File: config.mk
export PLATFORM = sky130hd
export DESIGN_NAME = eth_rx_mac
export DESIGN_NICKNAME = d
export VERILOG_FILES = /design/src/verilog/eth_pkg.sv /design/src/verilog/eth_rx_mac.sv
export SDC_FILE = /design/constraint.sdc
export NUM_CORES = 1
export LEC_CHECK = 0
export BUFFER_PORTS_ARGS = -buffer_cell sky130_fd_sc_hd__buf_2
export CORE_MARGIN = 3
export CORE_UTILIZATION = 40
export CTS_CLUSTER_DIAMETER = 60
export CTS_CLUSTER_SIZE = 12
export DETAILED_ROUTE_END_ITERATION = 6
export SLEW_MARGIN = 20
export SYNTH_ARGS = -nofsm -noshare
export SYNTH_HDL_FRONTEND = slang
export SYNTH_SLANG_ARGS = --single-unit
File: constraint.sdc
create_clock -name i_clk_rmii -period 6.85 [get_ports i_clk_rmii]
set_input_delay 0.685 -clock i_clk_rmii [delete_from_list [all_inputs] [get_ports i_clk_rmii]]
set_output_delay 0.685 -clock i_clk_rmii [all_outputs]
set_load 0.03 [all_outputs]
File: src/verilog/eth_pkg.sv
// Ethernet framing package with address map, register offsets, frame constants and CRC-32 step
package eth_pkg;

   localparam int BUF_AW = 11;                          // Byte address width, 2048 bytes

   localparam logic [47:0] MAC_RESET = 48'h2301_0089_0702;

   localparam logic [7:0] PREAMBLE_BYTE = 8'h55;
   localparam logic [7:0] SFD_BYTE      = 8'hD5;

   localparam int MIN_FRAME = 60;                       // Without FCS
   localparam int IFG_BYTES = 12;

   localparam logic [31:0] CRC_POLY    = 32'hEDB8_8320; // Reflected polynomial
   localparam logic [31:0] CRC_RESIDUE = 32'hC704_DD7B; // Good frame, MSB-first bit order

   // Bus address bits 12:11
   localparam logic [1:0] REGION_RXBUF = 2'd0;
   localparam logic [1:0] REGION_REGS  = 2'd1;
   localparam logic [1:0] REGION_TXBUF = 2'd2;

   // Word offsets, bus address bits 5:2
   localparam logic [3:0] REG_MAC_LO  = 4'd0;
   localparam logic [3:0] REG_CTRL    = 4'd1;
   localparam logic [3:0] REG_TX      = 4'd2;
   localparam logic [3:0] REG_RX_STAT = 4'd6;
   localparam logic [3:0] REG_RX_LEN  = 4'd7;

   // One byte through the CRC register, LSB first
   function automatic logic [31:0] crc32_byte(input logic [31:0] crc, input logic [7:0] data);
      logic [31:0] c;
      c = crc;
      for (int i = 0; i < 8; i++)
      begin
         if (c[0] ^ data[i])
            c = (c >> 1) ^ CRC_POLY;
         else
            c = c >> 1;
      end
      return c;
   endfunction

endpackage

File: src/verilog/eth_rx_mac.sv
// Receive framing with byte count, destination filter, FCS check and buffer writes
`timescale 1ns/1ps

module eth_rx_mac
   import eth_pkg::*;
(
   input  logic              i_clk_rmii,
   input  logic              i_rstn,
   input  logic [7:0]        i_rx_byte,
   input  logic              i_rx_byte_stb,
   input  logic              i_rx_frame_end,
   input  logic [47:0]       i_mac_addr,
   input  logic              i_promiscuous,
   input  logic              i_rx_clear,
   output logic              o_buf_we,
   output logic [BUF_AW-1:0] o_buf_addr,
   output logic [7:0]        o_buf_wdata,
   output logic              o_rx_ready,
   output logic [BUF_AW-1:0] o_rx_length,
   output logic              o_rx_bad_fcs
);

   logic [BUF_AW-1:0] byte_cnt;
   logic [47:0]       dest;                             // First byte in bits 47:40
   logic [31:0]       crc;
   logic [31:0]       crc_rev;
   logic              hold;                             // Frame started while buffer full
   logic              take;
   logic              addr_ok;

   assign take    = i_rx_byte_stb && !o_rx_ready && !hold;
   assign crc_rev = {<<{crc}};
   assign addr_ok = (dest == i_mac_addr) || (&dest) || (dest[47:24] == 24'h01005E)
                    || i_promiscuous;

   assign o_buf_we    = take;
   assign o_buf_addr  = byte_cnt;
   assign o_buf_wdata = i_rx_byte;

   always_ff @(posedge i_clk_rmii)
   begin
      if (take && byte_cnt < 6)
         dest <= {dest[39:0], i_rx_byte};
   end

   always_ff @(posedge i_clk_rmii)
   begin
      if (!i_rstn)
      begin
         byte_cnt     <= '0;
         crc          <= '1;
         hold         <= 1'b0;
         o_rx_ready   <= 1'b0;
         o_rx_length  <= '0;
         o_rx_bad_fcs <= 1'b0;
      end
      else
      begin
         if (i_rx_clear)
         begin
            o_rx_ready   <= 1'b0;
            o_rx_length  <= '0;
            o_rx_bad_fcs <= 1'b0;
         end
         if (i_rx_byte_stb && (o_rx_ready || hold))
            hold <= 1'b1;                               // Drop the rest of this frame
         if (take)
         begin
            byte_cnt <= byte_cnt + 1'b1;
            crc      <= crc32_byte(crc, i_rx_byte);     // Runs over the FCS too
         end
         if (i_rx_frame_end)
         begin
            byte_cnt <= '0;
            crc      <= '1;
            hold     <= 1'b0;
            if (!hold && !o_rx_ready && byte_cnt > 6 && addr_ok)
            begin
               o_rx_ready   <= 1'b1;
               o_rx_length  <= byte_cnt;
               o_rx_bad_fcs <= (crc_rev != CRC_RESIDUE);
            end
         end
      end
   end

endmodule

; ---- Word level (Yosys, flattened, before mapping)
; Cells that the tools add are included.
[classes]
n_addsub = 1
bitwise_logic = 17
n_lt_le_gt_ge = 2
n_eq_ne = 3
div = 0
n_shift = 0
mul = 0
n_reduce_logical = 15
mux = 31
[op_table]
columns = operator, count
row1 = 32-bit two-way mux, 22
row2 = 13-bit inverter with 14-bit output, 8
row3 = 48-bit equality test, 1
row4 = 48-bit AND reduction, 1
row5 = 11-bit two-way mux, 3
row6 = "32-bit != test, second input constant", 1
row7 = "24-bit by 17-bit equality test with 1-bit output, second input constant", 1
row8 = "11-bit by 1-bit adder with 11-bit output, second input constant", 1
row9 = "11-bit by 3-bit > comparator with 1-bit output, second input constant", 1
row10 = "11-bit by 3-bit < comparator with 1-bit output, second input constant", 1
row11 = 1-bit XOR, 8
row12 = 1-bit logical AND, 7
row13 = 1-bit two-way mux, 6
row14 = 1-bit logical OR, 4
row15 = 1-bit zero test, 2
row16 = 2-bit OR reduction, 1
row17 = 1-bit inverter, 1
[word_totals]
output_inout_bits = 33
ramBits = 0
word_cells = 76
regBits = 105
memories = 0
romBits = 0
latchBits = 0
inputBits = 62

; ---- Longest topological paths before layout
; Gate-level depths: netlist of run 1.
[logic_depth]
ltp_word = 31
depth_mapped = 8
ltp_nobuf = 7

; ---- Least setup slack after synthesis of run 1
; No wires, ideal clock.
[synth_timing]
kind = input to register
start = input i_rx_byte_stb
end = register dest[0], enable pin
cell_stages = 4
n_path_buf = 0
setup_ps = 454
t_required_ps = 6396
setup_slack_ps = 3349
arrival_time_ps = 3048
cell_sequence = nand2_1 inv_2 nand2_1 nor2_1
[synth_between]
elab_chain_len = 3
[synth_rtl]
columns = element, line
row1 = from (decl), eth_rx_mac.sv:10  ; input logic i_rx_byte_stb,
row2 = 1-bit logical AND (2 in a row), eth_rx_mac.sv:31  ; assign take = i_rx_byte_stb && !o_rx_ready && !hold;
row3 = named net o_buf_we, eth_rx_mac.sv:15  ; output logic o_buf_we,
row4 = 1-bit logical AND, eth_rx_mac.sv:42  ; if (take && byte_cnt < 6)
row5 = to (signal assigned), eth_rx_mac.sv:43  ; dest <= {dest[39:0], i_rx_byte};
row6 = to (decl), eth_rx_mac.sv:24  ; logic [47:0] dest;
; The timed path passes the listed nets, and every way through them passes these cells.
; A chain may end at the register's enable or synchronous reset.

; ---- Final worst setup path of run 1
[layout_timing]
start = register o_rx_ready
end = output o_buf_we
[layout_between]
elab_chain_len = 3
[layout_rtl]
columns = element, line
row1 = from (decl), eth_rx_mac.sv:18  ; output logic o_rx_ready,
row2 = from (signal assigned), eth_rx_mac.sv:53  ; o_rx_ready <= 1'b0;
row3 = from (signal assigned), eth_rx_mac.sv:61  ; o_rx_ready <= 1'b0;
row4 = from (signal assigned), eth_rx_mac.sv:79  ; o_rx_ready <= 1'b1;
row5 = 1-bit zero test, eth_rx_mac.sv:31
row6 = 1-bit logical AND (2 in a row), eth_rx_mac.sv:31
row7 = to (decl), eth_rx_mac.sv:15
; No other way between the ends.

==> impl_metrics.json, run 1 <==
{
  "cp.arrival_ns": 1.81,
  "grt_setup_unrepaired": "no",
  "drive_gt1_share_pct": 23.4,
  "tightest_slew_ns": 0.739,
  "ys.flop_type": "dfxtp_1",
  "syn_area_um2": 5130,
  "slowest_stage": "nand2_4",
  "post_cts_resized": 0,
  "dieArea_um2": 14200,
  "cp-start-kind": "register",
  "crit_path_end_kind": "output port",
  "place_area_um2": 5720,
  "dp_slack_ns": 3.94,
  "ys_ff_latch": 105,
  "critPathBufInv": 2,
  "grtUsageTotal_pct": 16.7,
  "peakVddDrop_mv": 0.128,
  "num-nets-final": 606,
  "synth_seq_area_share_pct": 50.3,
  "worstReg2RegEnd": "o_rx_length[5]",
  "power_frac_comb_pct": 19.7,
  "overflow": 0,
  "drtPass1Iterations": 4,
  "min_to": "o_rx_length[4]",
  "layout_setup_ws_ns": 4.36,
  "post_drt_wl_per_cell_um": 16.2,
  "slowest_delay_ns": 0.37,
  "worstHoldPathType": "reg2reg",
  "pwr-share-clk_pct": 31.8,
  "slew_headroom_pct": 50.7,
  "cts-buffers-inserted": 9,
  "h-tree-depth": 3,
  "antenna_found_initial": 0,
  "synth-edff-count": 48,
  "die_y_um": 119,
  "start_util_pct": 41.9,
  "final_area_um2": 6000,
  "critPathMaxFanout": 65,
  "numPortBuffers": 94,
  "grt_pass1_vias": 3546,
  "root_buffer": "clkbuf_16",
  "die_w_um": 119,
  "grt_max_degree": 66,
  "synthesis.nets": 522,
  "num_vias": 3559,
  "p_seq_share_pct": 48.5,
  "critPathKind": "reg2out",
  "finish.cell_count_without_fillers": 715,
  "rr_startpoint": "dest[21]",
  "drt_iter0_drc": 309,
  "holdPathStages": 2,
  "rows": 40,
  "drt.antenna.violating_nets": 0,
  "async_flop_share_pct": 0,
  "syn_inst": 458,
  "placed_cells": 699,
  "cp.required_ns": 6.16,
  "switching_share_pct": 28.2,
  "syn2layout_area_growth_pct": 16.8,
  "hold_violations": 0,
  "finalSetupViolCount": 0,
  "slew_viol_final": 0,
  "syn_avg_cell_area_um2": 11.2,
  "routed_wirelength_um": 11600,
  "post-cts-setup-buffer-count": 0,
  "power-per-cell-area_nw_per_um2": 249,
  "ff2ff_setup_slack_ns": 4.39,
  "final_util_pct": 48.9,
  "synth_warnings": 0,
  "max_freq_ghz": 0.401,
  "status": "finished clean",
  "setup_tns_ns": 0,
  "finalCriticalPeriod_ns": 2.49,
  "hold_buffers": 0,
  "core-area_um2": 12300,
  "clk_latency_ns": 0.35,
  "antenna_cells": 0,
  "place_congestion": 0.836,
  "hp-start": "o_rx_length[4]",
  "critPathTopFamily": "simple AND/OR/NAND/NOR gates",
  "power.switching_mw": 0.420,
  "p_int_mw": 1.07,
  "cts_buffer_depth": 2,
  "power.leakage_nw": 2.40,
  "skew_ns": 0.00911,
  "drcViolationCount": 0,
  "vias_per_cell": 4.98,
  "crit_path_cell_trace": "nor2_1 > nand2_4 > inv_2 > buf_2",
  "finalCritPeriodShare_pct": 36.4,
  "cts_tree": "built",
  "dp_hpwl_um": 8840,
  "grt_pass1_wl_um": 18600,
  "synth_cell_type_count": 37,
  "reg2reg_depth": 6,
  "cts.sinks": 105,
  "io_pins": 95,
  "maxCapViolCount": 0,
  "clkTransAtPathRegs_ns": 0.07
}
==> registers in the layout, indices dropped and copies added, names as in the netlist <==
signal	count
crc	32
dest	48
hold	1
o_buf_addr	11
o_rx_bad_fcs	1
o_rx_length	11
o_rx_ready	1
==> worst reg2reg max path: stages, from the launching register on <==
cell	delay, ns
edfxtp_1	0.45
xor2_1	0.17
nor4_1	0.55
nand4_1	0.16
nor4_1	0.50
nor2_2	0.28
mux2i_1	0.19
==> per-layer routing <==
metal / track usage (%) / vias up / routed length (µm)
li1: - / 1779 / -
met1: 22.1 / 1672 / 5400
met2: 26.6 / 94 / 5430
met3: 4.94 / 14 / 637
met4: 4.65 / 0 / 151
met5: 0 / - / 0
==> final cells by class <==
class	count	area (µm²)
fillers	1153	6260
flip-flops and latches	105	2580
multi-input cells	329	2450
repair buffers	95	478
clock buffers	11	233
well taps	168	210
clock inverters	5	33.8
inverters	2	7.51
==> worst max path at each step <==
stage              startpoint        endpoint  slack [ns]  depth (start not counted)
2_1_floorplan   i_rx_byte_stb         dest[0]        3.35                          4
3_3_place_gp    i_rx_byte_stb         dest[3]        3.95                          6
3_5_place_dp   i_mac_addr[40]  o_rx_length[6]        3.94                          7
4_1_cts            o_rx_ready        o_buf_we        4.00                          4
5_1_grt            o_rx_ready        o_buf_we        4.17                          4
6_report           o_rx_ready        o_buf_we        4.36                          4
==> logic make-up (layout without fill, tap and decap cells) <==
group | after synthesis | count (layout) | synth area share (%)
AO/OA/AOI/OAI | 41 | 41 | 5.68
XOR/XNOR | 131 | 131 | 24.8
adder cells (fa/ha/maj) | 2 | 2 | 0.487
buffers and inverters | 24 | 113 | 2.41
flip-flops | 105 | 105 | 50.3
multiplexers | 11 | 11 | 2.14
AND/OR/NAND/NOR | 144 | 144 | 14.1
==> per-stage QoR <==
step | power (mW) | hold slack [ns]
after floorplan | 0.958 | 0.437
after global placement | 1.03 | 0.448
after detailed placement | 1.03 | 0.453
after CTS | 1.51 | 0.462
after global routing | 1.56 | 0.492
final | 1.49 | 0.464
==> cells in the mapped netlist (all sizes together), types with 3 or more instances <==
cell type  count  area (µm²)
nor2          18        67.6
xor2          82         752
edfxtp        48        1440
dfxtp         57        1140
nand4         20         125
and3           4        25.0
mux2i         11         110
buf           11        75.1
nor4          23         144
clkbuf        11        41.3
a21oi          4        20.0
o211ai        31         233
xnor2         49         523
o21ai          3        15.0
nor2b          4        25.0
nand2         61         229
==> layout by cell type, fill, tap and decap left out, types with 2 or more instances in the layout <==
cell type  instances
buf_2             94
xor2_1            79
nand2_1           60
dfxtp_1           57
edfxtp_1          48
xnor2_1           38
o211ai_1          31
nor4_1            23
nand4_1           20
nor2_1            16
mux2i_1           11
xnor2_2           10
clkbuf_16          9
a21oi_1            4
and3_1             4
nor2b_1            3
inv_1              2
xor2_2             2
nand2b_1           2
o21ai_1            2
nor3_1             2
nor4bb_1           2
nand4b_1           2
nand3_1            2
ha_1               2
clkbuf_1           2
==> power groups by stage <==
stage | Sequential [mW] | Clock (mW) | Combinational (mW)
6_report | 0.724 | 0.474 | 0.294
5_1_grt | 0.728 | 0.512 | 0.322
4_1_cts | 0.724 | 0.484 | 0.297
3_5_place_dp | 0.738 | 0 | 0.294
3_3_place_gp | 0.737 | 0 | 0.293
2_1_floorplan | 0.728 | 0 | 0.230
No activity file was read; power rests on OpenSTA's default activity.
==> run 2: changes to the inputs <==
--- a/config.mk
+++ b/config.mk
@@ -5,6 +5,7 @@
 export SDC_FILE = /design/constraint.sdc
 export NUM_CORES = 1
 export LEC_CHECK = 0
+export ABC_AREA = 1
 export BUFFER_PORTS_ARGS = -buffer_cell sky130_fd_sc_hd__buf_2
 export CORE_MARGIN = 3
 export CORE_UTILIZATION = 40
==> constraint.sdc (replaced) <==
create_clock -name i_clk_rmii -period 2.3 [get_ports i_clk_rmii]
set_input_delay 0.23 -clock i_clk_rmii [delete_from_list [all_inputs] [get_ports i_clk_rmii]]
set_output_delay 0.23 -clock i_clk_rmii [all_outputs]
set_load 0.03 [all_outputs]
==> run 2 against run 1 <==
Largest power group unchanged. Critical path depth rose by 9. Setup slack worse by 4.0 ns. Critical endpoint is now o_rx_length[8]. Largest cell class is now multi-input combinational cells. Synthesized cell count rose by 51%. Die area up 11%. Clock power rose to 3.3 times the previous value. Non-clock buffer count is 4 higher. Global-route usage rose by 0.28 points. Count of clock-buffer cells in the layout increased by 1. Sequential power increased to 2.9 times the previous value. Register-to-register slack worse by 4.0 ns.
==> impl_metrics.json, run 2 <==
{
  "drt.antenna.violating_nets": 0,
  "critPathMaxFanout": 19,
  "place_congestion": 0.886,
  "hold_buffers": 0,
  "reg.largest.list": "dest: 48 flops, crc: 32 flops",
  "critPathKind": "reg2reg",
  "switching_share_pct": 28.0,
  "dieArea_um2": 15800,
  "core-area_um2": 13900,
  "slew_headroom_pct": 63.8,
  "slew_viol_final": 0,
  "clkTransAtPathRegs_ns": 0.07,
  "grt_pass1_vias": 4447,
  "finalCritPeriodShare_pct": 83.4,
  "synthesis.nets": 754,
  "final_cell_mix": "nand2_1 (179), buf_2 (94), inv_1 (73), nor2_1 (69), dfxtp_1 (57)",
  "skew_ns": 0.00990,
  "h-tree-depth": 3,
  "clk_latency_ns": 0.35,
  "yosys.area.top_type": "edfxtp_1",
  "p_int_mw": 3.27,
  "hold_violations": 0,
  "routed_wirelength_um": 13300,
  "rows": 43,
  "post-cts-setup-buffer-count": 0,
  "top_register": "dest",
  "syn2layout_area_growth_pct": 16.5,
  "ys.flop_type": "dfxtp_1",
  "power_frac_comb_pct": 18.5,
  "synth_commonest_cells": "nand2_1 (179), inv_1 (73), nor2_1 (70), dfxtp_1 (57), edfxtp_1 (48)",
  "antenna_cells": 0,
  "power.switching_mw": 1.27,
  "drtPass1Iterations": 4,
  "power.leakage_nw": 3.04,
  "syn_avg_cell_area_um2": 8.29,
  "yosysMostFrequentCell": "nand2_1",
  "finalCriticalPeriod_ns": 1.92,
  "setup_tns_ns": 0,
  "grtUsageTotal_pct": 17.0,
  "grt_max_degree": 49,
  "start_util_pct": 41.1,
  "synth_warnings": 0,
  "yosysTopAreaCellShare_pct": 25.2,
  "synth_cell_type_count": 39,
  "num_vias": 4653,
  "drive_gt1_share_pct": 19.3,
  "post_drt_wl_per_cell_um": 13.8,
  "maxCapViolCount": 0,
  "cts-buffers-inserted": 9,
  "tightest_slew_ns": 0.542,
  "synth-edff-count": 48,
  "syn_area_um2": 5720,
  "dp_hpwl_um": 9960,
  "cts_tree": "built",
  "peakVddDrop_mv": 0.452,
  "finish.cell_count_without_fillers": 964,
  "cp.arrival_ns": 2.21,
  "cp.required_ns": 2.59,
  "cts.sinks": 105,
  "numPortBuffers": 94,
  "status": "finished clean",
  "die_w_um": 126,
  "root_buffer": "clkbuf_16",
  "vias_per_cell": 4.83,
  "worstHoldPathType": "in2reg",
  "async_flop_share_pct": 0,
  "die_y_um": 126,
  "max_freq_ghz": 0.521,
  "ys_ff_latch": 105,
  "largest_reg_flops": 48,
  "p_seq_share_pct": 47.0,
  "grt_setup_unrepaired": "no",
  "post_cts_resized": 0,
  "drt_iter0_drc": 294,
  "syn_inst": 690,
  "num-nets-final": 843,
  "crit_path_end_kind": "register",
  "power-per-cell-area_nw_per_um2": 680,
  "synth_seq_area_share_pct": 45.1,
  "io_pins": 95,
  "cp-start-kind": "register",
  "antenna_found_initial": 0,
  "finalSetupViolCount": 0,
  "overflow": 0,
  "cts_buffer_depth": 2,
  "pwr-share-clk_pct": 34.5,
  "ys_top_cells_by_area": "edfxtp_1 (25%), dfxtp_1 (20%), nand2_1 (12%), xnor2_1 (7.0%), xor2_1 (5.5%)",
  "layout_commonest_cell": "nand2_1",
  "drcViolationCount": 0,
  "placed_cells": 948,
  "grt_pass1_wl_um": 21800
}
[run 2: cell count changes after synthesis, sizes merged, moves of 18 or more]
cell    before  now
nand2       61  189
inv          2   77
nor2        18   75
xor2        82   38
a21oi        4   34
o211ai      31   10
nand3        2   21
o21ai        3   22
nor4        23    5
[run 2: kinds of logic after synthesis]
kind of cell,Yosys count,synth area share (%)
xor gates and xnor gates,90,15.8
adders and majority gates,2,0.437
buffers and inverters,98,7.17
DFF,105,45.1
and+or+nand+nor,323,24.3
AOI/OAI and AO/OA,72,7.13
[run 2: per-stage QoR]
step	total power [mW]	hold slack [ns]	util, %	worst slack (ns)	instance area, µm²
3_3_place_gp	2.99	0.449	45.6	0.457	6350
3_5_place_dp	3.01	0.451	45.6	0.382	6350
6_report	4.53	0.110	47.8	0.382	6660
5_1_grt	4.78	0.114	47.8	0.157	6660
2_1_floorplan	2.78	0.329	-	0.230	5730
4_1_cts	4.59	0.101	47.8	0.357	6660
[run 2: path summary, 6_finish.rpt]
kind / startpoint / endpoint / slack [ns] / cells after the start
hold / removal: i_rx_byte[0] / dest[0] / 0.11 / 1
setup / recovery: dest[0] / o_rx_length[8] / 0.38 / 13
setup reg to reg: dest[0] / o_rx_length[8] / 0.38 / 13
hold reg to reg: crc[10] / crc[10] / 0.47 / 1
[run 2: final cells by class]
cell class	instances	area, µm²
multi-input cells	487	2740
fillers	1342	7270
inverters	77	289
repair buffers	99	520
flip-flops and latches	105	2580
clock inverters	4	31.3
well taps	180	225
clock buffers	12	280
[run 2: worst max-delay path, cell delays in order, from the launching register on]
cell	delay, ns
edfxtp_1	0.43
inv_1	0.11
nand2_1	0.07
nand2_1	0.05
nand2_1	0.04
nor2_1	0.11
nand2_1	0.07
nor2_1	0.17
nand3_1	0.11
nand2_1	0.25
nand2_4	0.20
nand2_1	0.10
nand2_1	0.06
nor2_1	0.08
[run 2: routing by layer]
layer / vias up / part of all wire (%) / track usage (%)
li1: 2385 / - / -
met2: 116 / 49 / 28.9
met4: 0 / 1.6 / 4.46
met1: 2131 / 43 / 21.5
met5: - / 0 / 0
met3: 21 / 5.7 / 4.31
[run 2: power groups by stage]
stage	clock, mW	combinational, mW	sequential [mW]
global placement	0	0.824	2.17
floorplan	0	0.631	2.15
global route	1.70	0.934	2.14
detailed placement	0	0.836	2.17
CTS	1.61	0.843	2.13
finish	1.56	0.839	2.13
==> run 3: changes to the inputs <==
==> constraint.sdc (replaced) <==
create_clock -name i_clk_rmii -period 1.7 [get_ports i_clk_rmii]
set_input_delay 0.17 -clock i_clk_rmii [delete_from_list [all_inputs] [get_ports i_clk_rmii]]
set_output_delay 0.17 -clock i_clk_rmii [all_outputs]
set_load 0.03 [all_outputs]
==> run 3 against run 2 <==
The flow now finishes with violations (negative setup slack). Core utilization grew 4.1 points. Count of clock-buffer cells in the layout down 2. Sequential cell count did not move. Combinational power is 60% higher. Die area stayed put. Worst hold slack got worse by 0.055 ns. Sequential power rose by 35%. Setup slack worse by 0.40 ns. Clock power rose by 24%. Wire length is 4.5% higher. Via count increased by 3.9%. Critical path type unchanged. Largest power group unchanged.
==> impl_metrics.json, run 3 (synthesis gave the netlist of run 2 again) <==
{
  "rows": 43,
  "num_vias": 4834,
  "dp_hpwl_um": 10100,
  "largest_reg_flops": 48,
  "power.switching_mw": 1.77,
  "start_util_pct": 41.1,
  "finalSetupViolCount": 11,
  "cts_buffer_depth": 2,
  "dr_wl_met3_um": 673,
  "io_pins": 95,
  "finalCriticalPeriod_ns": 1.72,
  "power.leakage_nw": 3.27,
  "num-nets-final": 884,
  "power-per-cell-area_nw_per_um2": 849,
  "place_area_um2": 6590,
  "grt_max_degree": 47,
  "drcViolationCount": 0,
  "reg.largest.list": "dest: 48 flops, crc: 32 flops",
  "cts_tree": "built",
  "peakVddDrop_mv": 0.534,
  "grt_setup_unrepaired": "yes",
  "p_int_mw": 4.36,
  "setup_tns_ns": -0.110,
  "drive_gt1_share_pct": 29.2,
  "top_layer": "met4",
  "final_cell_mix": "nand2_1 (169), buf_2 (93), inv_1 (66), nor2_1 (61), edfxtp_1 (48)",
  "drt.antenna.violating_nets": 0,
  "dieArea_um2": 15800,
  "place_congestion": 0.869,
  "top_register": "dest",
  "critPathKind": "reg2reg",
  "root_buffer": "clkbuf_16",
  "wl_met1_um": 6090,
  "overflow": 0,
  "maxCapViolCount": 0,
  "slew_headroom_pct": 60.3,
  "grtUsageTotal_pct": 17.7,
  "cp-start-kind": "register",
  "grt_pass1_wl_um": 22600,
  "tightest_slew_ns": 0.594,
  "final_area_um2": 7230,
  "routed_wirelength_um": 13900,
  "layout_commonest_cell": "nand2_1",
  "post_drt_wl_per_cell_um": 13.8,
  "max_freq_ghz": 0.582,
  "syn2layout_area_growth_pct": 26.4,
  "finalCritPeriodShare_pct": 101,
  "cp.arrival_ns": 2.01,
  "worstHoldPathType": "in2reg",
  "drtPass1Iterations": 5,
  "switching_share_pct": 28.9,
  "grt_pass1_vias": 4670,
  "cts.sinks": 105,
  "dp_slack_ns": -0.156,
  "clk_latency_ns": 0.35,
  "critPathMaxFanout": 5,
  "drt_iter0_drc": 283,
  "core-area_um2": 13900,
  "numPortBuffers": 94,
  "status": "finished with violations",
  "hold_violations": 0,
  "antenna_found_initial": 0,
  "die_y_um": 126,
  "skew_ns": 0.00672,
  "clkTransAtPathRegs_ns": 0.07,
  "layout_setup_ws_ns": -0.0197,
  "cp.required_ns": 1.99,
  "p_seq_share_pct": 46.7,
  "h-tree-depth": 3,
  "vias_per_cell": 4.81,
  "power_frac_comb_pct": 21.8,
  "die_w_um": 126,
  "wl_met2_um": 6960,
  "crit_path_end_kind": "register",
  "slew_viol_final": 0,
  "cts-buffers-inserted": 9,
  "violations": "negative setup slack",
  "pwr-share-clk_pct": 31.5
}
run 3: cell types whose count changed in the layout (fill, tap and decap cells not counted), sizes merged:
cell | previous run | this run
buf | 99 | 137
clkbuf | 12 | 11
clkinv | 2 | 4
diode | 0 | 1
nand2 | 189 | 191
run 3: repair_timing:
item                                    CTS  global route
endpoints found under the setup margin   14            30
hold buffers                              0             0
buffers inserted                          5            10
pin swaps                                 2            15
gates cloned                              1             1
gates resized for setup                  15            33
run 3: power by group through the flow:
stage	combinational (mW)	clock, mW	sequential [mW]
2_1_floorplan	0.854	0	2.90
3_3_place_gp	1.19	0	2.92
3_5_place_dp	1.22	0	2.93
4_1_cts	1.26	1.99	2.87
5_1_grt	1.48	2.09	2.88
6_report	1.34	1.93	2.87
run 3: final timing paths:
check,startpoint,endpoint,slack (ns),cells after the start
worst max-delay path,dest[6],o_rx_length[3],-0.02,14
worst min-delay path,i_rx_byte[5],dest[5],0.06,1
worst max register to register,dest[6],o_rx_length[3],-0.02,14
worst min register to register,crc[19],crc[19],0.47,2
run 3: through the flow:
stage | hold slack (ns) | power (mW) | utilization, % | instances
finish | 0.0552 | 6.14 | 51.9 | 1006
global route | 0.0437 | 6.45 | 51.9 | 1005
CTS | 0.0398 | 6.12 | 50.1 | 994
detailed placement | 0.414 | 4.15 | 47.3 | 972
global placement | 0.417 | 4.11 | 47.3 | 972
floorplan | 0.269 | 3.76 | - | 690
run 3: area by class of cell:
| class | count | area [µm²] |
|---|---|---|
| clock inverter | 6 | 33.8 |
| antenna | 1 | 2.50 |
| tap | 180 | 225 |
| multi-input combinational | 489 | 2950 |
| clock buffer | 10 | 233 |
| timing repair buffer | 138 | 882 |
| fill | 1313 | 6700 |
| inverter | 77 | 294 |
| sequential | 105 | 2620 |
run 3: layer usage:
layer | track usage [%] | up-vias
li1 | - | 2474
met1 | 22.5 | 2239
met2 | 30.2 | 107
met3 | 3.42 | 14
met4 | 5.61 | 0
met5 | 0 | -
run 3: worst max-delay path, cell delays in order (launching register included):
cell and delay (ns):
edfxtp_1 0.38, buf_4 0.12, nand2_1 0.05, nor3_2 0.12, nand2_1 0.08, nor2_1 0.16
nand2_1 0.07, nor2_1 0.12, nor2_2 0.06, nand2_4 0.11, buf_12 0.13, nand2_8 0.06
nand2_2 0.06, nand2_1 0.04, nor2_1 0.10
