### config.mk
export PLATFORM = sky130hd
export DESIGN_NAME = eth_tx_mac
export DESIGN_NICKNAME = d
export VERILOG_FILES = /design/src/verilog/eth_pkg.sv /design/src/verilog/eth_tx_mac.sv
export SDC_FILE = /design/constraint.sdc
export NUM_CORES = 1
export LEC_CHECK = 0
export ABC_AREA = 1
export BUFFER_PORTS_ARGS = -buffer_cell sky130_fd_sc_hd__buf_2
export CAP_MARGIN = 20
export CORE_MARGIN = 4
export CORE_UTILIZATION = 35
export DETAILED_ROUTE_END_ITERATION = 10
export PLACE_DENSITY = 0.49
export SKIP_LAST_GASP = 1
export SLEW_MARGIN = 20
export SYNTH_ARGS = -nofsm -noshare
export SYNTH_HDL_FRONTEND = slang
export SYNTH_SLANG_ARGS = --single-unit
### constraint.sdc
create_clock -name i_clk_rmii -period 2.5 [get_ports i_clk_rmii]
set_input_delay 0.25 -clock i_clk_rmii [delete_from_list [all_inputs] [get_ports i_clk_rmii]]
set_output_delay 0.25 -clock i_clk_rmii [all_outputs]
set_load 0.005 [all_outputs]
### src/verilog/eth_pkg.sv
// Ethernet framing package with address map, register offsets, frame constants and CRC-32 step
package eth_pkg;

   localparam int BUF_AW = 11;                          // Byte address width, 2048 bytes

   localparam logic [47:0] MAC_RESET = 48'h2301_0089_0702;

   localparam logic [7:0] PREAMBLE_BYTE = 8'h55;
   localparam logic [7:0] SFD_BYTE      = 8'hD5;

   localparam int MIN_FRAME = 60;                       // Without FCS
   localparam int IFG_BYTES = 12;

   localparam logic [31:0] CRC_POLY    = 32'hEDB8_8320; // Reflected polynomial
   localparam logic [31:0] CRC_RESIDUE = 32'hC704_DD7B; // Good frame, MSB-first bit order

   // Bus address bits 12:11
   localparam logic [1:0] REGION_RXBUF = 2'd0;
   localparam logic [1:0] REGION_REGS  = 2'd1;
   localparam logic [1:0] REGION_TXBUF = 2'd2;

   // Word offsets, bus address bits 5:2
   localparam logic [3:0] REG_MAC_LO  = 4'd0;
   localparam logic [3:0] REG_CTRL    = 4'd1;
   localparam logic [3:0] REG_TX      = 4'd2;
   localparam logic [3:0] REG_RX_STAT = 4'd6;
   localparam logic [3:0] REG_RX_LEN  = 4'd7;

   // One byte through the CRC register, LSB first
   function automatic logic [31:0] crc32_byte(input logic [31:0] crc, input logic [7:0] data);
      logic [31:0] c;
      c = crc;
      for (int i = 0; i < 8; i++)
      begin
         if (c[0] ^ data[i])
            c = (c >> 1) ^ CRC_POLY;
         else
            c = c >> 1;
      end
      return c;
   endfunction

endpackage

### src/verilog/eth_tx_mac.sv
// Transmit framing with preamble, payload, padding, FCS, gap and dibit output
`timescale 1ns/1ps

module eth_tx_mac
   import eth_pkg::*;
(
   input  logic              i_clk_rmii,
   input  logic              i_rstn,
   input  logic              i_tx_start,
   input  logic [BUF_AW-1:0] i_tx_length,
   output logic [BUF_AW-1:0] o_buf_addr,
   input  logic [7:0]        i_buf_rdata,
   output logic [1:0]        o_txd,
   output logic              o_tx_en,
   output logic              o_tx_busy
);

   typedef enum logic [2:0] {S_PRE, S_PAY, S_PAD, S_FCS, S_GAP} tx_state_t;

   tx_state_t         state;                            // Kind of the next byte to load
   logic [BUF_AW-1:0] cnt;
   logic [BUF_AW-1:0] len;
   logic [BUF_AW-1:0] addr;
   logic [1:0]        ph;                               // Dibit within the current byte
   logic [7:0]        sh;
   logic [7:0]        byte_val;
   logic [31:0]       crc;
   logic [31:0]       fcs;
   logic              start;
   logic              step;
   logic              load;

   assign start      = i_tx_start && !o_tx_busy;
   assign step       = o_tx_busy && ph == 2'd3;
   assign load       = start || (step && state != S_GAP);
   assign fcs        = ~crc;
   assign o_buf_addr = addr;

   always_comb
   begin
      case (state)
         S_PRE:   byte_val = (cnt == 7) ? SFD_BYTE : PREAMBLE_BYTE;
         S_PAY:   byte_val = i_buf_rdata;                // Address set four cycles earlier
         S_FCS:   byte_val = fcs[{cnt[1:0], 3'b000} +: 8];
         default: byte_val = 8'h00;                      // Pad
      endcase
   end

   always_ff @(posedge i_clk_rmii)
   begin
      if (start)
      begin
         len  <= i_tx_length;
         addr <= '0;
         crc  <= '1;
      end
      if (load)
         sh <= {2'b00, byte_val[7:2]};
      else
         sh <= {2'b00, sh[7:2]};
      if (load && (state == S_PAY || state == S_PAD))
         crc <= crc32_byte(crc, byte_val);
      if (load && state == S_PAY)
         addr <= addr + 1'b1;
   end

   always_ff @(posedge i_clk_rmii)
   begin
      if (!i_rstn)
      begin
         state     <= S_PRE;
         cnt       <= '0;
         ph        <= '0;
         o_txd     <= '0;
         o_tx_en   <= 1'b0;
         o_tx_busy <= 1'b0;
      end
      else
      begin
         if (o_tx_busy)
            ph <= ph + 2'd1;
         if (start)
         begin
            ph        <= '0;
            o_tx_en   <= 1'b1;
            o_tx_busy <= 1'b1;
         end

         if (load)
            o_txd <= byte_val[1:0];
         else if (step && state == S_GAP)
            o_txd <= 2'b00;
         else if (o_tx_en)
            o_txd <= sh[1:0];

         if (load)
         begin
            case (state)
               S_PRE:
               begin
                  cnt <= (cnt == 7) ? '0 : cnt + 1'b1;
                  if (cnt == 7)
                     state <= (len == 0) ? S_PAD : S_PAY;
               end
               S_PAY:
               begin
                  cnt <= cnt + 1'b1;
                  if (cnt == len - 1'b1 && cnt >= MIN_FRAME - 1)
                  begin
                     state <= S_FCS;
                     cnt   <= '0;
                  end
                  else if (cnt == len - 1'b1)
                     state <= S_PAD;                    // Pad count continues from here
               end
               S_PAD:
               begin
                  cnt <= (cnt == MIN_FRAME - 1) ? '0 : cnt + 1'b1;
                  if (cnt == MIN_FRAME - 1)
                     state <= S_FCS;
               end
               default:
               begin
                  cnt <= (cnt == 3) ? '0 : cnt + 1'b1;
                  if (cnt == 3)
                     state <= S_GAP;
               end
            endcase
         end
         else if (step && state == S_GAP)
         begin
            o_tx_en <= 1'b0;                            // First gap step ends the frame
            cnt     <= cnt + 1'b1;
            if (cnt == IFG_BYTES)
            begin
               o_tx_busy <= 1'b0;
               state     <= S_PRE;
               cnt       <= '0;
            end
         end
      end
   end

   a_en_in_busy: assert property (@(posedge i_clk_rmii) disable iff (!i_rstn)
      o_tx_en |-> o_tx_busy);

endmodule

# After elaboration in Yosys (flattened, before gate mapping)
# Cells that the tools add are included.
# word_totals
regBits,80
inputBits,22
out_inout_bits,15
word_cells,118
# classes
n_addsub,4
n_lt_le_gt_ge,1
eq_ne,15
n_shift,1
n_mux,50
n_bitwise,18
reduce_logical,19
# op_table
op,n
32-bit 2-to-1 mux,17
13-bit NOT with 14-bit output,8
11-bit 2-to-1 mux,9
11-bit case mux with 3 select lines,1
32-bit NOT,1
32-bit by 6-bit variable part select with 8-bit output,1
3-bit 2-to-1 mux,8
8-bit case mux with 3 select lines,1
11-bit by 1-bit adder with 11-bit output (second input constant),2
11-bit == test,1
11-bit by 2-bit == test with 1-bit output (second input constant),1
11-bit by 3-bit == test with 1-bit output (second input constant),1
11-bit by 4-bit == test with 1-bit output (second input constant),1
11-bit by 6-bit == test with 1-bit output (second input constant),1
11-bit by 6-bit >= comparator with 1-bit output (second input constant),1
11-bit logical NOT,1
11-bit by 1-bit subtractor with 11-bit output (second input constant),1
3-bit case mux with 3 select lines,1
2-bit 2-to-1 mux,4
8-bit 2-to-1 mux,1
2-bit nonzero test,4
1-bit XOR,8
1-bit logical AND,7
1-bit 2-to-1 mux,7
17 further kinds,20

# Longest topological paths before layout
# Gate-level depths: netlist of run 1.
# depth
depth_word,27
ltp_mapped,17
mapped_depth_nobuf,16

# Worst setup path after synthesis of run 1
# OpenSTA, ideal clock, no wires.
# synth_timing
kind,flip-flop to flip-flop
startpoint,reg o_tx_busy
endpoint,"reg crc[0], enable pin"
setup_time_ns,0.389
arrival_ns,2.056
required_time_ns,2.111
path_slack_ns,0.055
path_stages_with_launch,7
n_path_buf,1
period_less_slack_ns,2.445
path_cell_list,dfxtp_1 -> clkbuf_1 -> nor2_2 -> a21oi_2 -> inv_1 -> nand2_1 -> nand2_1
# synth_between
elab_chain_len,5
word_cells_on_any_way,7
cone_classes,reduce/logical (7)
# synth_rtl
item,line,text
start: declaration,eth_tx_mac.sv:15,output logic o_tx_busy
start signal: assignment,eth_tx_mac.sv:76,o_tx_busy <= 1'b0;
start signal: assignment,eth_tx_mac.sv:86,o_tx_busy <= 1'b1;
start signal: assignment,eth_tx_mac.sv:136,o_tx_busy <= 1'b0;
1-bit logical NOT *,eth_tx_mac.sv:33,assign start = i_tx_start && !o_tx_busy;
1-bit logical AND *,eth_tx_mac.sv:33,
named net start,eth_tx_mac.sv:29,logic start;
1-bit logical OR,eth_tx_mac.sv:35,assign load = start || (step && state != S_GAP);
1-bit logical AND,eth_tx_mac.sv:61,if (load && (state == S_PAY || state == S_PAD))
2-bit nonzero test (no line) *,n/a,
end signal: assignment,eth_tx_mac.sv:62,"crc <= crc32_byte(crc, byte_val);"
end: declaration,eth_tx_mac.sv:27,logic [31:0] crc;
# The timed path passes the listed nets; every way through them passes the cells marked *.
# A chain may end at the register's enable or synchronous reset.

# Final worst setup path of run 1
# layout_timing
startpoint,reg state[0]
endpoint,reg crc[19] (data pin)
# layout_between
elab_chain_len,24
word_cells_on_any_way,38
cone_classes,eq/ne (4); mux (17); bitwise (12); reduce/logical (5)
# layout_rtl
item,line,text
start: declaration,eth_tx_mac.sv:20,tx_state_t state;
start signal: assignment,eth_tx_mac.sv:103,state <= (len == 0) ? S_PAD : S_PAY;
3-bit by 2-bit == test with 1-bit output (tied with other cells),eth_tx_mac.sv:41,case (state)
8-bit case mux with 3 select lines,eth_tx_mac.sv:41,
1-bit XOR,eth_pkg.sv:35,if (c[0] ^ data[i])
32-bit 2-to-1 mux,eth_pkg.sv:35,
32-bit 2-to-1 mux,eth_tx_mac.sv:61,
32-bit 2-to-1 mux,eth_pkg.sv:35,
32-bit 2-to-1 mux,eth_tx_mac.sv:61,
13-bit NOT with 14-bit output (no line),n/a,
[8 not listed],n/a,
32-bit 2-to-1 mux,eth_pkg.sv:35,
32-bit 2-to-1 mux,eth_tx_mac.sv:61,
13-bit NOT with 14-bit output (no line),n/a,
32-bit 2-to-1 mux,eth_pkg.sv:35,
32-bit 2-to-1 mux,eth_tx_mac.sv:61,
13-bit NOT with 14-bit output (no line),n/a,
32-bit 2-to-1 mux,eth_pkg.sv:35,
32-bit 2-to-1 mux *,eth_tx_mac.sv:61,
# Mark *: on every way between the ends. The rest lies on a longest branch, timed or not. The select of a mux whose other input is x is not followed.

==> key figures, run 1 <==
Critical path
  – Crit path max fanout: 8
  – CP endpoint kind: flop
  – Critical Path Most Common Cell: nand2_1
  – WP buf/inv: 2
  – WP depth: 14
  – WP data arrival: approximately 2300 ps
  – Worst setup path startpoint: state[0]$_SDFFE_PN0P_
  – Worst Path Required: roughly 2600 ps
  – CP Launch Type: flop
  – Largest stage delay, worst path: ~380 ps
  – Flop-to-flop setup slack: approximately 210 ps
  – Crit path cell chain: inv_2, nor3_4, buf_12, nand2_1, nand2_1, nand2_1, nand2_4, nand2_1, nand2_1, nor2_1, nor2_1, nand2_2, nand3_1, nand3_1
  – Depth of the worst register-to-register path: 14
  – Reg2Reg Launch Point: state[0]$_SDFFE_PN0P_
  – Crit Path Class: reg -> reg
  – Worst path top cell family by delay: simple AND/OR/NAND/NOR gates
  – Crit path max-delay cell type: dfxtp_2

STA
  – # setup viols final: 0
  – Fin. max-slew vios: 0
  – Period utilization: 91.5%
  – RSZ-0062 raised after global routing: no
  – Clock Skews: between 9 and 10 ps
  – Setup_tns: 0 ps
  – Slew @ Worst Pin: between 600 and 700 ps
  – Final Hold Viols: 0
  – Max Freq: 437 MHz
  – Worst Slack Setup Final: 212 ps
  – Relative slew margins: a little under three fifths
  – Crit path time final: around 2300 ps

Clocking
  – Cts bufs inserted: 9
  – H-tree lvl count: 3
  – CTS tree: built
  – CTS Hold Buffers Added: 0
  – CTS sink count: 80
  – Clock Tree Buf Depth: 2
  – Worst-Skew Late Latency: approximately 360 ps
  – Clock-pin slew on the worst setup and hold paths: ~60 ps
  – Clock root buffer: clkbuf_16

Synth
  – Main synth FF type: edfxtp_1
  – EDFF count, synth: 54
  – Distinct cell type count after synthesis: between 40 and 50
  – Post-Syn Instances: 770
  – Async set or reset register ratio after synthesis: 0%
  – Yosys reg bits: 80
  – Register area share after synthesis: between 30% and 40%
  – Post-Syn Area: around 5600 sq um
  – Synth warn: 0
  – Synthesized net count: 798
  – Avg Cell Area, Syn: between 7 and 8 sq um

Routing
  – DRC Markers: 0
  – Routed len/inst: about 15 microns
  – Vias post-DR: about 5200
  – Iter 0 DRT Violations: approximately 340
  – Post-Route WL: roughly 16000 microns
  – Via density: roughly 4.9
  – Post-route ant nets: 0
  – Drt pass-1 iters: 7

Flow run
  – Max cap viols: 0

Pwr
  – Pwr/cell area: around 500 nW/um^2
  – LEAKAGE: 2.90 nW
  – Worst vdd ir: 0.323 mV
  – Design Power: 3.22 mW

GRT
  – Initial antenna violation count: 0
  – GR Overflow Total: 0
  – Vias in the first global route: 5088
  – GRT Total Usage: a little under a fifth
  – Global-route wire length before repair: 25600 microns
  – Pin count of the biggest net entering global routing: 33

Outcome
  – Status: finished, final reports clean

Floorplanning
  – Die area: about 18000 sq um
  – Rows: 45
  – Initial Util: a little over a third
  – CORE AREA: 15400 sq um
  – IO Pins: 37
  – Die W: ~130 microns
  – Die height: around 130 microns

Placed design
  – Pre-CTS setup slack: -11.7 ps
  – Placer Congestion: 0.892
  – IO buf count: 36
  – Post-DP HPWL: roughly 12000 microns

Finish
  – Layout cells sized above 1: 16.5%
  – Core Util, Final: between 40% and 50%
  – Multi-input logic area: roughly 3000 sq um
  – Final net count: around 860
  – # diodes: 0
  – FF+latch area: between 2000 and 2500 sq um
  – Layout fillers: around 1600
  – Synth-to-Final Area Change: 16.8%

Min path
  – Worst hold path class: in -> reg
  – Hold path depth: 1
  – Hold_sp: i_tx_length[5]
[synth_stat cells (2+ instances only)]
| master | count | area, sq um |
|---|---|---|
| a21o_1 | 2 | 15.0 |
| a21oi_1 | 31 | 155 |
| a21oi_2 | 3 | 26.3 |
| a22oi_1 | 2 | 15.0 |
| a31oi_1 | 5 | 31.3 |
| and3_1 | 2 | 12.5 |
| buf_1 | 2 | 7.51 |
| buf_2 | 3 | 15.0 |
| buf_4 | 3 | 22.5 |
| buf_6 | 2 | 22.5 |
| clkbuf_1 | 8 | 30.0 |
| clkinv_1 | 2 | 7.51 |
| dfxtp_1 | 26 | 521 |
| edfxtp_1 | 54 | 1620 |
| ha_1 | 6 | 75.1 |
| inv_1 | 78 | 293 |
| inv_2 | 4 | 15.0 |
| nand2_1 | 238 | 893 |
| nand2_2 | 18 | 113 |
| nand2_4 | 7 | 78.8 |
| nand3_1 | 95 | 475 |
| nand4_1 | 6 | 37.5 |
| nor2_1 | 61 | 229 |
| nor3_1 | 11 | 55.1 |
| nor4_1 | 2 | 12.5 |
| o211ai_1 | 8 | 60.1 |
| o21ai_0 | 32 | 160 |
| or2_2 | 4 | 25.0 |
| xnor2_1 | 6 | 52.6 |
| xor2_1 | 32 | 280 |
| xor2_2 | 3 | 48.8 |
[per-layer routing]
layer	vias up	GRT usage (%)	part of all wire, %
li1	2650	-	-
met5	-	0	0
met3	35	4.01	4.1
met2	105	31.5	50
met1	2382	21.8	42
met4	0	7.43	3.5
[what timing repair did]
item                                    in CTS  in global routing
setup buffers                                0                  4
resized for setup                            1                 17
endpoints found under the setup margin       5                 38
pin swaps                                    0                  0
[report_power, final]
part	internal [mW]	switching [mW]	leakage, nW
combinational	0.148	0.240	2.12
sequential	1.46	0.0391	0.634
clock	0.792	0.540	0.147
total	2.40	0.819	2.90
[cells by family after synthesis]
family	Yosys count	synth area share (%)
AOI/OAI and AO/OA	87	8.86
xor gates and xnor gates	42	7.37
adders and majority gates	6	1.35
buffers and inverters	102	7.44
DFF	80	38.6
muxes	1	0.180
and+or+nand+nor	452	36.2
[flip-flops by register name (all words and copies together) (netlist names)]
register,count
crc,32
len,11
state,3
sh,6
cnt,11
o_txd,2
o_buf_addr,11
ph,2
o_tx_en,1
o_tx_busy,1
[final timing paths]
kind | to
worst min register to register | sh[1]$_DFF_P_
worst min-delay path | len[5]$_DFFE_PP_
worst max-delay path | crc[19]$_SDFFCE_PN1P_
worst max register to register | crc[19]$_SDFFCE_PN1P_
[cell usage in the layout (no fill, tap or decap), types with 3 or more instances in the layout]
master | Yosys | routed
or2_2 | 4 | 4
a21oi_1 | 31 | 31
dfxtp_1 | 26 | 22
nand3_1 | 95 | 94
o211ai_1 | 8 | 8
xor2_1 | 32 | 32
nor3_1 | 11 | 11
clkbuf_1 | 8 | 3
inv_1 | 78 | 75
a31oi_1 | 5 | 5
nor2_1 | 61 | 58
xor2_2 | 3 | 3
nand2_1 | 238 | 236
edfxtp_1 | 54 | 54
buf_4 | 3 | 27
nor2_2 | 1 | 4
o21ai_0 | 32 | 32
inv_2 | 4 | 4
nand2_2 | 18 | 19
clkbuf_16 | 0 | 11
nand2_4 | 7 | 8
dfxtp_2 | 0 | 4
xnor2_1 | 6 | 5
ha_1 | 6 | 6
buf_2 | 3 | 37
nand4_1 | 6 | 6
a21oi_2 | 3 | 3
[area by class of cell]
cell class,instances,area share [%]
clock buffer,14,4.42
sequential,80,33.1
inverter,84,5.00
multi-input combinational,588,46.7
tap,211,4.07
clock inverter,2,0.154
timing repair buffer,66,6.60
[per-stage QoR]
step / hold slack [ps] / cells / cell area (sq um)
floorplan: 349 / 770 / 5550
global placement: 426 / 1025 / 6120
detailed placement: 428 / 1025 / 6120
CTS: 53.1 / 1041 / 6420
global route: 52.0 / 1045 / 6490
finish: 64.5 / 1045 / 6490
Power figures use the tool's default switching activity.
==> inputs of run 2 (changes only) <==
Settings changed: ABC_CLOCK_PERIOD_IN_PS set to 2500, CORE_MARGIN 4 to 2.
==> run 2 against run 1 <==
  * Critical path depth shrank 2
  * Die area fell by 5.9%
  * Final cell count grew 0.67%
  * Register-to-register slack about the same
  * Utilization down 0.38 points
==> key figures, run 2 (synthesis gave the netlist of run 1 again) <==
Outcome
  – Status: finished, final reports clean

Clocking
  – Worst-Skew Late Latency: ~350 ps
  – CTS Hold Buffers Added: 0
  – CTS tree: built
  – CTS sink count: 80
  – Clock root buffer: clkbuf_16
  – Clock Tree Buf Depth: 2
  – H-tree lvl count: 3
  – Cts bufs inserted: 9
  – Clock-pin slew on the worst setup and hold paths: 70 ps

Critical path
  – WP data arrival: about 2400 ps
  – CP endpoint kind: flop
  – Worst Path Required: between 2000 and 3000 ps
  – Depth of the worst register-to-register path: 12
  – CP Launch Type: flop
  – Crit Path Class: reg -> reg
  – Worst setup path startpoint: state[2]$_SDFFE_PN0P_
  – Crit path max fanout: 8
  – Flop-to-flop setup slack: 220 ps
  – Reg2reg end: crc[17]$_SDFFCE_PN1P_
  – Reg2Reg Launch Point: state[2]$_SDFFE_PN0P_

STA
  – Hold slack: 70.2 ps
  – Slew @ Worst Pin: 648 ps
  – Setup_tns: 0 ps
  – Fin. max-slew vios: 0
  – Max Freq: around 440 MHz
  – # setup viols final: 0
  – Crit path time final: roughly 2300 ps
  – Final Hold Viols: 0
  – Period utilization: 91.1%
  – Clock Skews: between 6 and 7 ps
  – RSZ-0062 raised after global routing: yes
  – Relative slew margins: between 50% and 60%

Finish
  – FF+latch area: about 2100 sq um
  – Post-Layout Cell Count: about 1100
  – Most frequent cells in the layout: nand2_1, nand3_1, inv_1
  – Layout fillers: between 1500 and 2000
  – Finished Cell Area: between 6000 and 7000 sq um
  – Layout cells sized above 1: 17.0%
  – Core Util, Final: between 40% and 50%
  – Final net count: roughly 860
  – Multi-input logic area: just over 3000 sq um
  – Max FFs per register: 32
  – Most common cell after layout, fill and taps aside: nand2_1
  – Synth-to-Final Area Change: 18.3%
  – Biggest register: crc
  – # diodes: 0

GRT
  – Vias in the first global route: 4913
  – GRT Total Usage: 19.7%
  – Initial antenna violation count: 0
  – Global-route wire length before repair: between 20000 and 30000 microns
  – GR Overflow Total: 0
  – Pin count of the biggest net entering global routing: 33

Floorplanning
  – IO Pins: 37
  – Die W: roughly 130 microns
  – Rows: 46
  – Initial Util: a little over a third
  – CORE AREA: approximately 16000 sq um
  – Die area: 16900 sq um
  – Die height: approximately 130 microns

Min path
  – Worst hold path class: in -> reg
  – Hold path endpoint: len[10]$_DFFE_PP_
  – Hold_sp: i_tx_length[10]
  – Hold path depth: 1

Pwr
  – Pwr/cell area: between 500 and 600 nW/um^2
  – Worst vdd ir: roughly 0.32 mV
  – LEAKAGE: roughly 3 nW

Placed design
  – Placed inst area: 6160 sq um
  – Placer Congestion: approximately 0.96
  – Post-DP HPWL: 12000 microns
  – IO buf count: 36
  – Placed Instances: about 1000

Routing
  – Post-Route WL: ~16000 microns
  – Vias post-DR: around 5200
  – Iter 0 DRT Violations: about 360
  – Drt pass-1 iters: 5
  – Via density: slightly below 5
  – Routed len/inst: 15.1 microns
  – Post-route ant nets: 0
  – DRC Markers: 0

Flow run
  – Max cap viols: 0
[run 2: what timing repair did]
| item | 4_1_cts | 5_1_grt |
|---|---|---|
| pin swaps | 0 | 2 |
| setup endpoints to repair | 5 | 30 |
| gates resized for setup | 3 | 13 |
| setup buffers | 0 | 2 |
| cloned | 0 | 1 |
[run 2: cell type report]
cell class,count,area share [%]
clock buffers,14,5.16
flip-flops and latches,80,32.7
well taps,216,4.11
inverters,84,4.89
multi-input cells,588,45.9
clock inverters,2,0.267
repair buffers,67,6.85
repair inverters,1,0.114
[run 2: routing by layer]
metal  track usage [%]  part of all wire [%]  vias up
li1                  -                     -     2650
met1              24.6                    44     2438
met2              33.8                    49      110
met3              2.91                   3.8       30
met4              8.86                   3.2        0
met5                 0                     0        -
[run 2: per-stage QoR]
stage | total power, mW | setup slack [ps]
6_report | 3.43 | 222
5_1_grt | 3.57 | -27.9
4_1_cts | 3.46 | 73.0
3_5_place_dp | 1.91 | -64.3
3_3_place_gp | 1.90 | -49.2
2_1_floorplan | 1.77 | 55.0
[run 2: worst max path at each step]
stage | cells after the start | endpoint
after floorplan | 6 | crc[0]$_SDFFCE_PN1P_
after global placement | 13 | cnt[1]$_SDFFE_PN0N_
after detailed placement | 13 | cnt[1]$_SDFFE_PN0N_
after CTS | 12 | crc[17]$_SDFFCE_PN1P_
after global routing | 14 | crc[14]$_SDFFCE_PN1P_
final | 12 | crc[17]$_SDFFCE_PN1P_
[run 2: report_power, final]
group	internal (mW)	switching, mW	total, mW
Combinational	0.140	0.238	0.378
Sequential	1.46	0.0459	1.51
Clock	0.952	0.591	1.54
Total	2.55	0.876	3.43
[run 2: critical path, cell delays in order (launching register included)]
cell	delay, ps
dfxtp_2	410
inv_1	110
nand3_2	140
inv_4	80
a21oi_2	230
nand2_1	100
nand2_1	80
nand2_2	120
xnor2_4	270
xor2_2	240
inv_1	120
nand2_1	70
nand3_1	60
==> inputs of run 3 (changes only) <==
Settings changed: CTS_BUF_LIST set to sky130_fd_sc_hd__clkbuf_8 sky130_fd_sc_hd__clkbuf_16, GPL_ROUTABILITY_DRIVEN set to 0, RECOVER_POWER set to 25.
==> run 3 against run 2 <==
  * Combinational power fell by 1%
  * Register-to-register slack barely moved
  * Sequential cell count is the same
  * Critical path depth unchanged
  * Utilization down 0.10 points
  * Sequential share of layout area is 0.081 points higher
  * Worst setup slack worse by 5.3 ps
  * Total power is essentially flat
  * Final cell count is the same
  * Largest power group unchanged
==> key figures, run 3 (synthesis gave the netlist of run 1 again) <==
Routing
  – Iter 0 DRT Violations: about 390
  – Routed len/inst: around 15 microns
  – DRC Markers: 0
  – Vias post-DR: 5243
  – Post-route ant nets: 0
  – Post-Route WL: roughly 16000 microns
  – Drt pass-1 iters: 5
  – Via density: 4.98

Finish
  – Biggest register: crc
  – # diodes: 0
  – Finished Cell Area: roughly 6600 sq um
  – Max FFs per register: 32
  – Most frequent cells in the layout: nand2_1, nand3_1, inv_1
  – Most common cell after layout, fill and taps aside: nand2_1
  – Final net count: 859
  – Synth-to-Final Area Change: 18.0%
  – Layout cells sized above 1: between 15 and 20%

Clocking
  – Clock root buffer: clkbuf_16
  – CTS Hold Buffers Added: 0
  – CTS sink count: 80
  – Worst-Skew Late Latency: roughly 350 ps
  – H-tree lvl count: 3
  – Clock-pin slew on the worst setup and hold paths: 70 ps
  – Clock Tree Buf Depth: 2
  – Cts bufs inserted: 9
  – CTS tree: built

STA
  – Hold slack: around 70 ps
  – # setup viols final: 0
  – Fin. max-slew vios: 0
  – Max Freq: around 440 MHz
  – Relative slew margins: 46.3%
  – Final Hold Viols: 0
  – Period utilization: between 90% and 100%
  – Crit path time final: between 2000 and 2500 ps
  – Slew @ Worst Pin: between 800 and 900 ps
  – RSZ-0062 raised after global routing: yes
  – Clock Skews: ~7 ps

Pwr
  – LEAKAGE: around 2.9 nW
  – Design Power: ~3.4 mW
  – Pwr/cell area: about 520 nW/um^2
  – Worst vdd ir: approximately 0.32 mV

Critical path
  – WP data arrival: roughly 2400 ps
  – Crit path max fanout: 8
  – CP Launch Type: flop
  – Crit Path Class: reg -> reg
  – Worst Path Required: about 2600 ps
  – CP endpoint kind: flop

Placed design
  – Placed inst area: about 6200 sq um
  – Post-DP HPWL: ~12000 microns
  – IO buf count: 36

GRT
  – GRT Total Usage: between 10% and 20%
  – GR Overflow Total: 0
  – Pin count of the biggest net entering global routing: 33
  – Vias in the first global route: roughly 5000
  – Initial antenna violation count: 0
  – Global-route wire length before repair: 25500 microns

Floorplanning
  – IO Pins: 37
  – Rows: 46
  – Die area: 16900 sq um
  – Die height: around 130 microns
  – Initial Util: 35.3%
  – Die W: 130 microns
  – CORE AREA: ~16000 sq um

Outcome
  – Status: finished, final reports clean

Min path
  – Worst hold path class: in -> reg

Flow run
  – Max cap viols: 0
-- run 3: what timing repair did --
item	CTS	global route
cloned	0	1
pin swaps	0	2
buffers inserted	0	2
setup endpoints to repair	5	30
resized for setup	3	13
-- run 3: layout make-up --
type                       instances  area [sq um]
timing repair inverter             1          7.51
clock buffer                      14           339
tap                              216           270
timing repair buffer              67           437
inverter                          84           322
clock inverter                     2          17.5
fill                            1661          9160
sequential                        80          2150
multi-input combinational        588          3010
-- run 3: worst paths after layout --
| check | start | to | slack (ps) | depth (start not counted) |
|---|---|---|---|---|
| worst max-delay path | state[2]$_SDFFE_PN0P_ | crc[17]$_SDFFCE_PN1P_ | 220 | 12 |
| worst min-delay path | i_tx_length[10] | len[10]$_DFFE_PP_ | 70 | 1 |
| worst max register to register | state[2]$_SDFFE_PN0P_ | crc[17]$_SDFFCE_PN1P_ | 220 | 12 |
| worst min register to register | sh[5]$_SDFF_PP0_ | sh[3]$_DFF_P_ | 470 | 2 |
-- run 3: per-stage QoR --
step | TNS (ps) | util, % | instances | setup slack (ps)
after floorplan | 0 | - | 770 | 55.0
after global routing | -48.6 | 41.7 | 1052 | -27.9
final | 0 | 41.7 | 1052 | 217
after detailed placement | -263 | 39.2 | 1033 | -64.3
after CTS | 0 | 41.5 | 1049 | 73.0
after global placement | -178 | 39.2 | 1033 | -49.2
-- run 3: critical path, stage by stage (launching register included) --
cell	delay, ps
dfxtp_2	410
inv_1	110
nand3_2	140
inv_4	80
a21oi_2	230
nand2_1	100
nand2_1	80
nand2_2	120
xnor2_4	270
xor2_2	240
inv_1	120
nand2_1	70
nand3_1	60
-- run 3: routing by layer --
metal  wire length [microns]  share of wire [%]  GRT usage, %  vias up
met4                     517                3.3          8.86        0
li1                        -                  -             -     2649
met3                     643                4.0          2.91       30
met5                       0                  0             0        -
met2                    7780                 49          33.8      110
met1                    6940                 44          24.6     2454
-- run 3: power by group --
| group | switching, mW | internal, mW | total (mW) |
|---|---|---|---|
| Sequential | 0.0459 | 1.46 | 1.51 |
| Combinational | 0.238 | 0.137 | 0.374 |
| Clock | 0.592 | 0.952 | 1.54 |
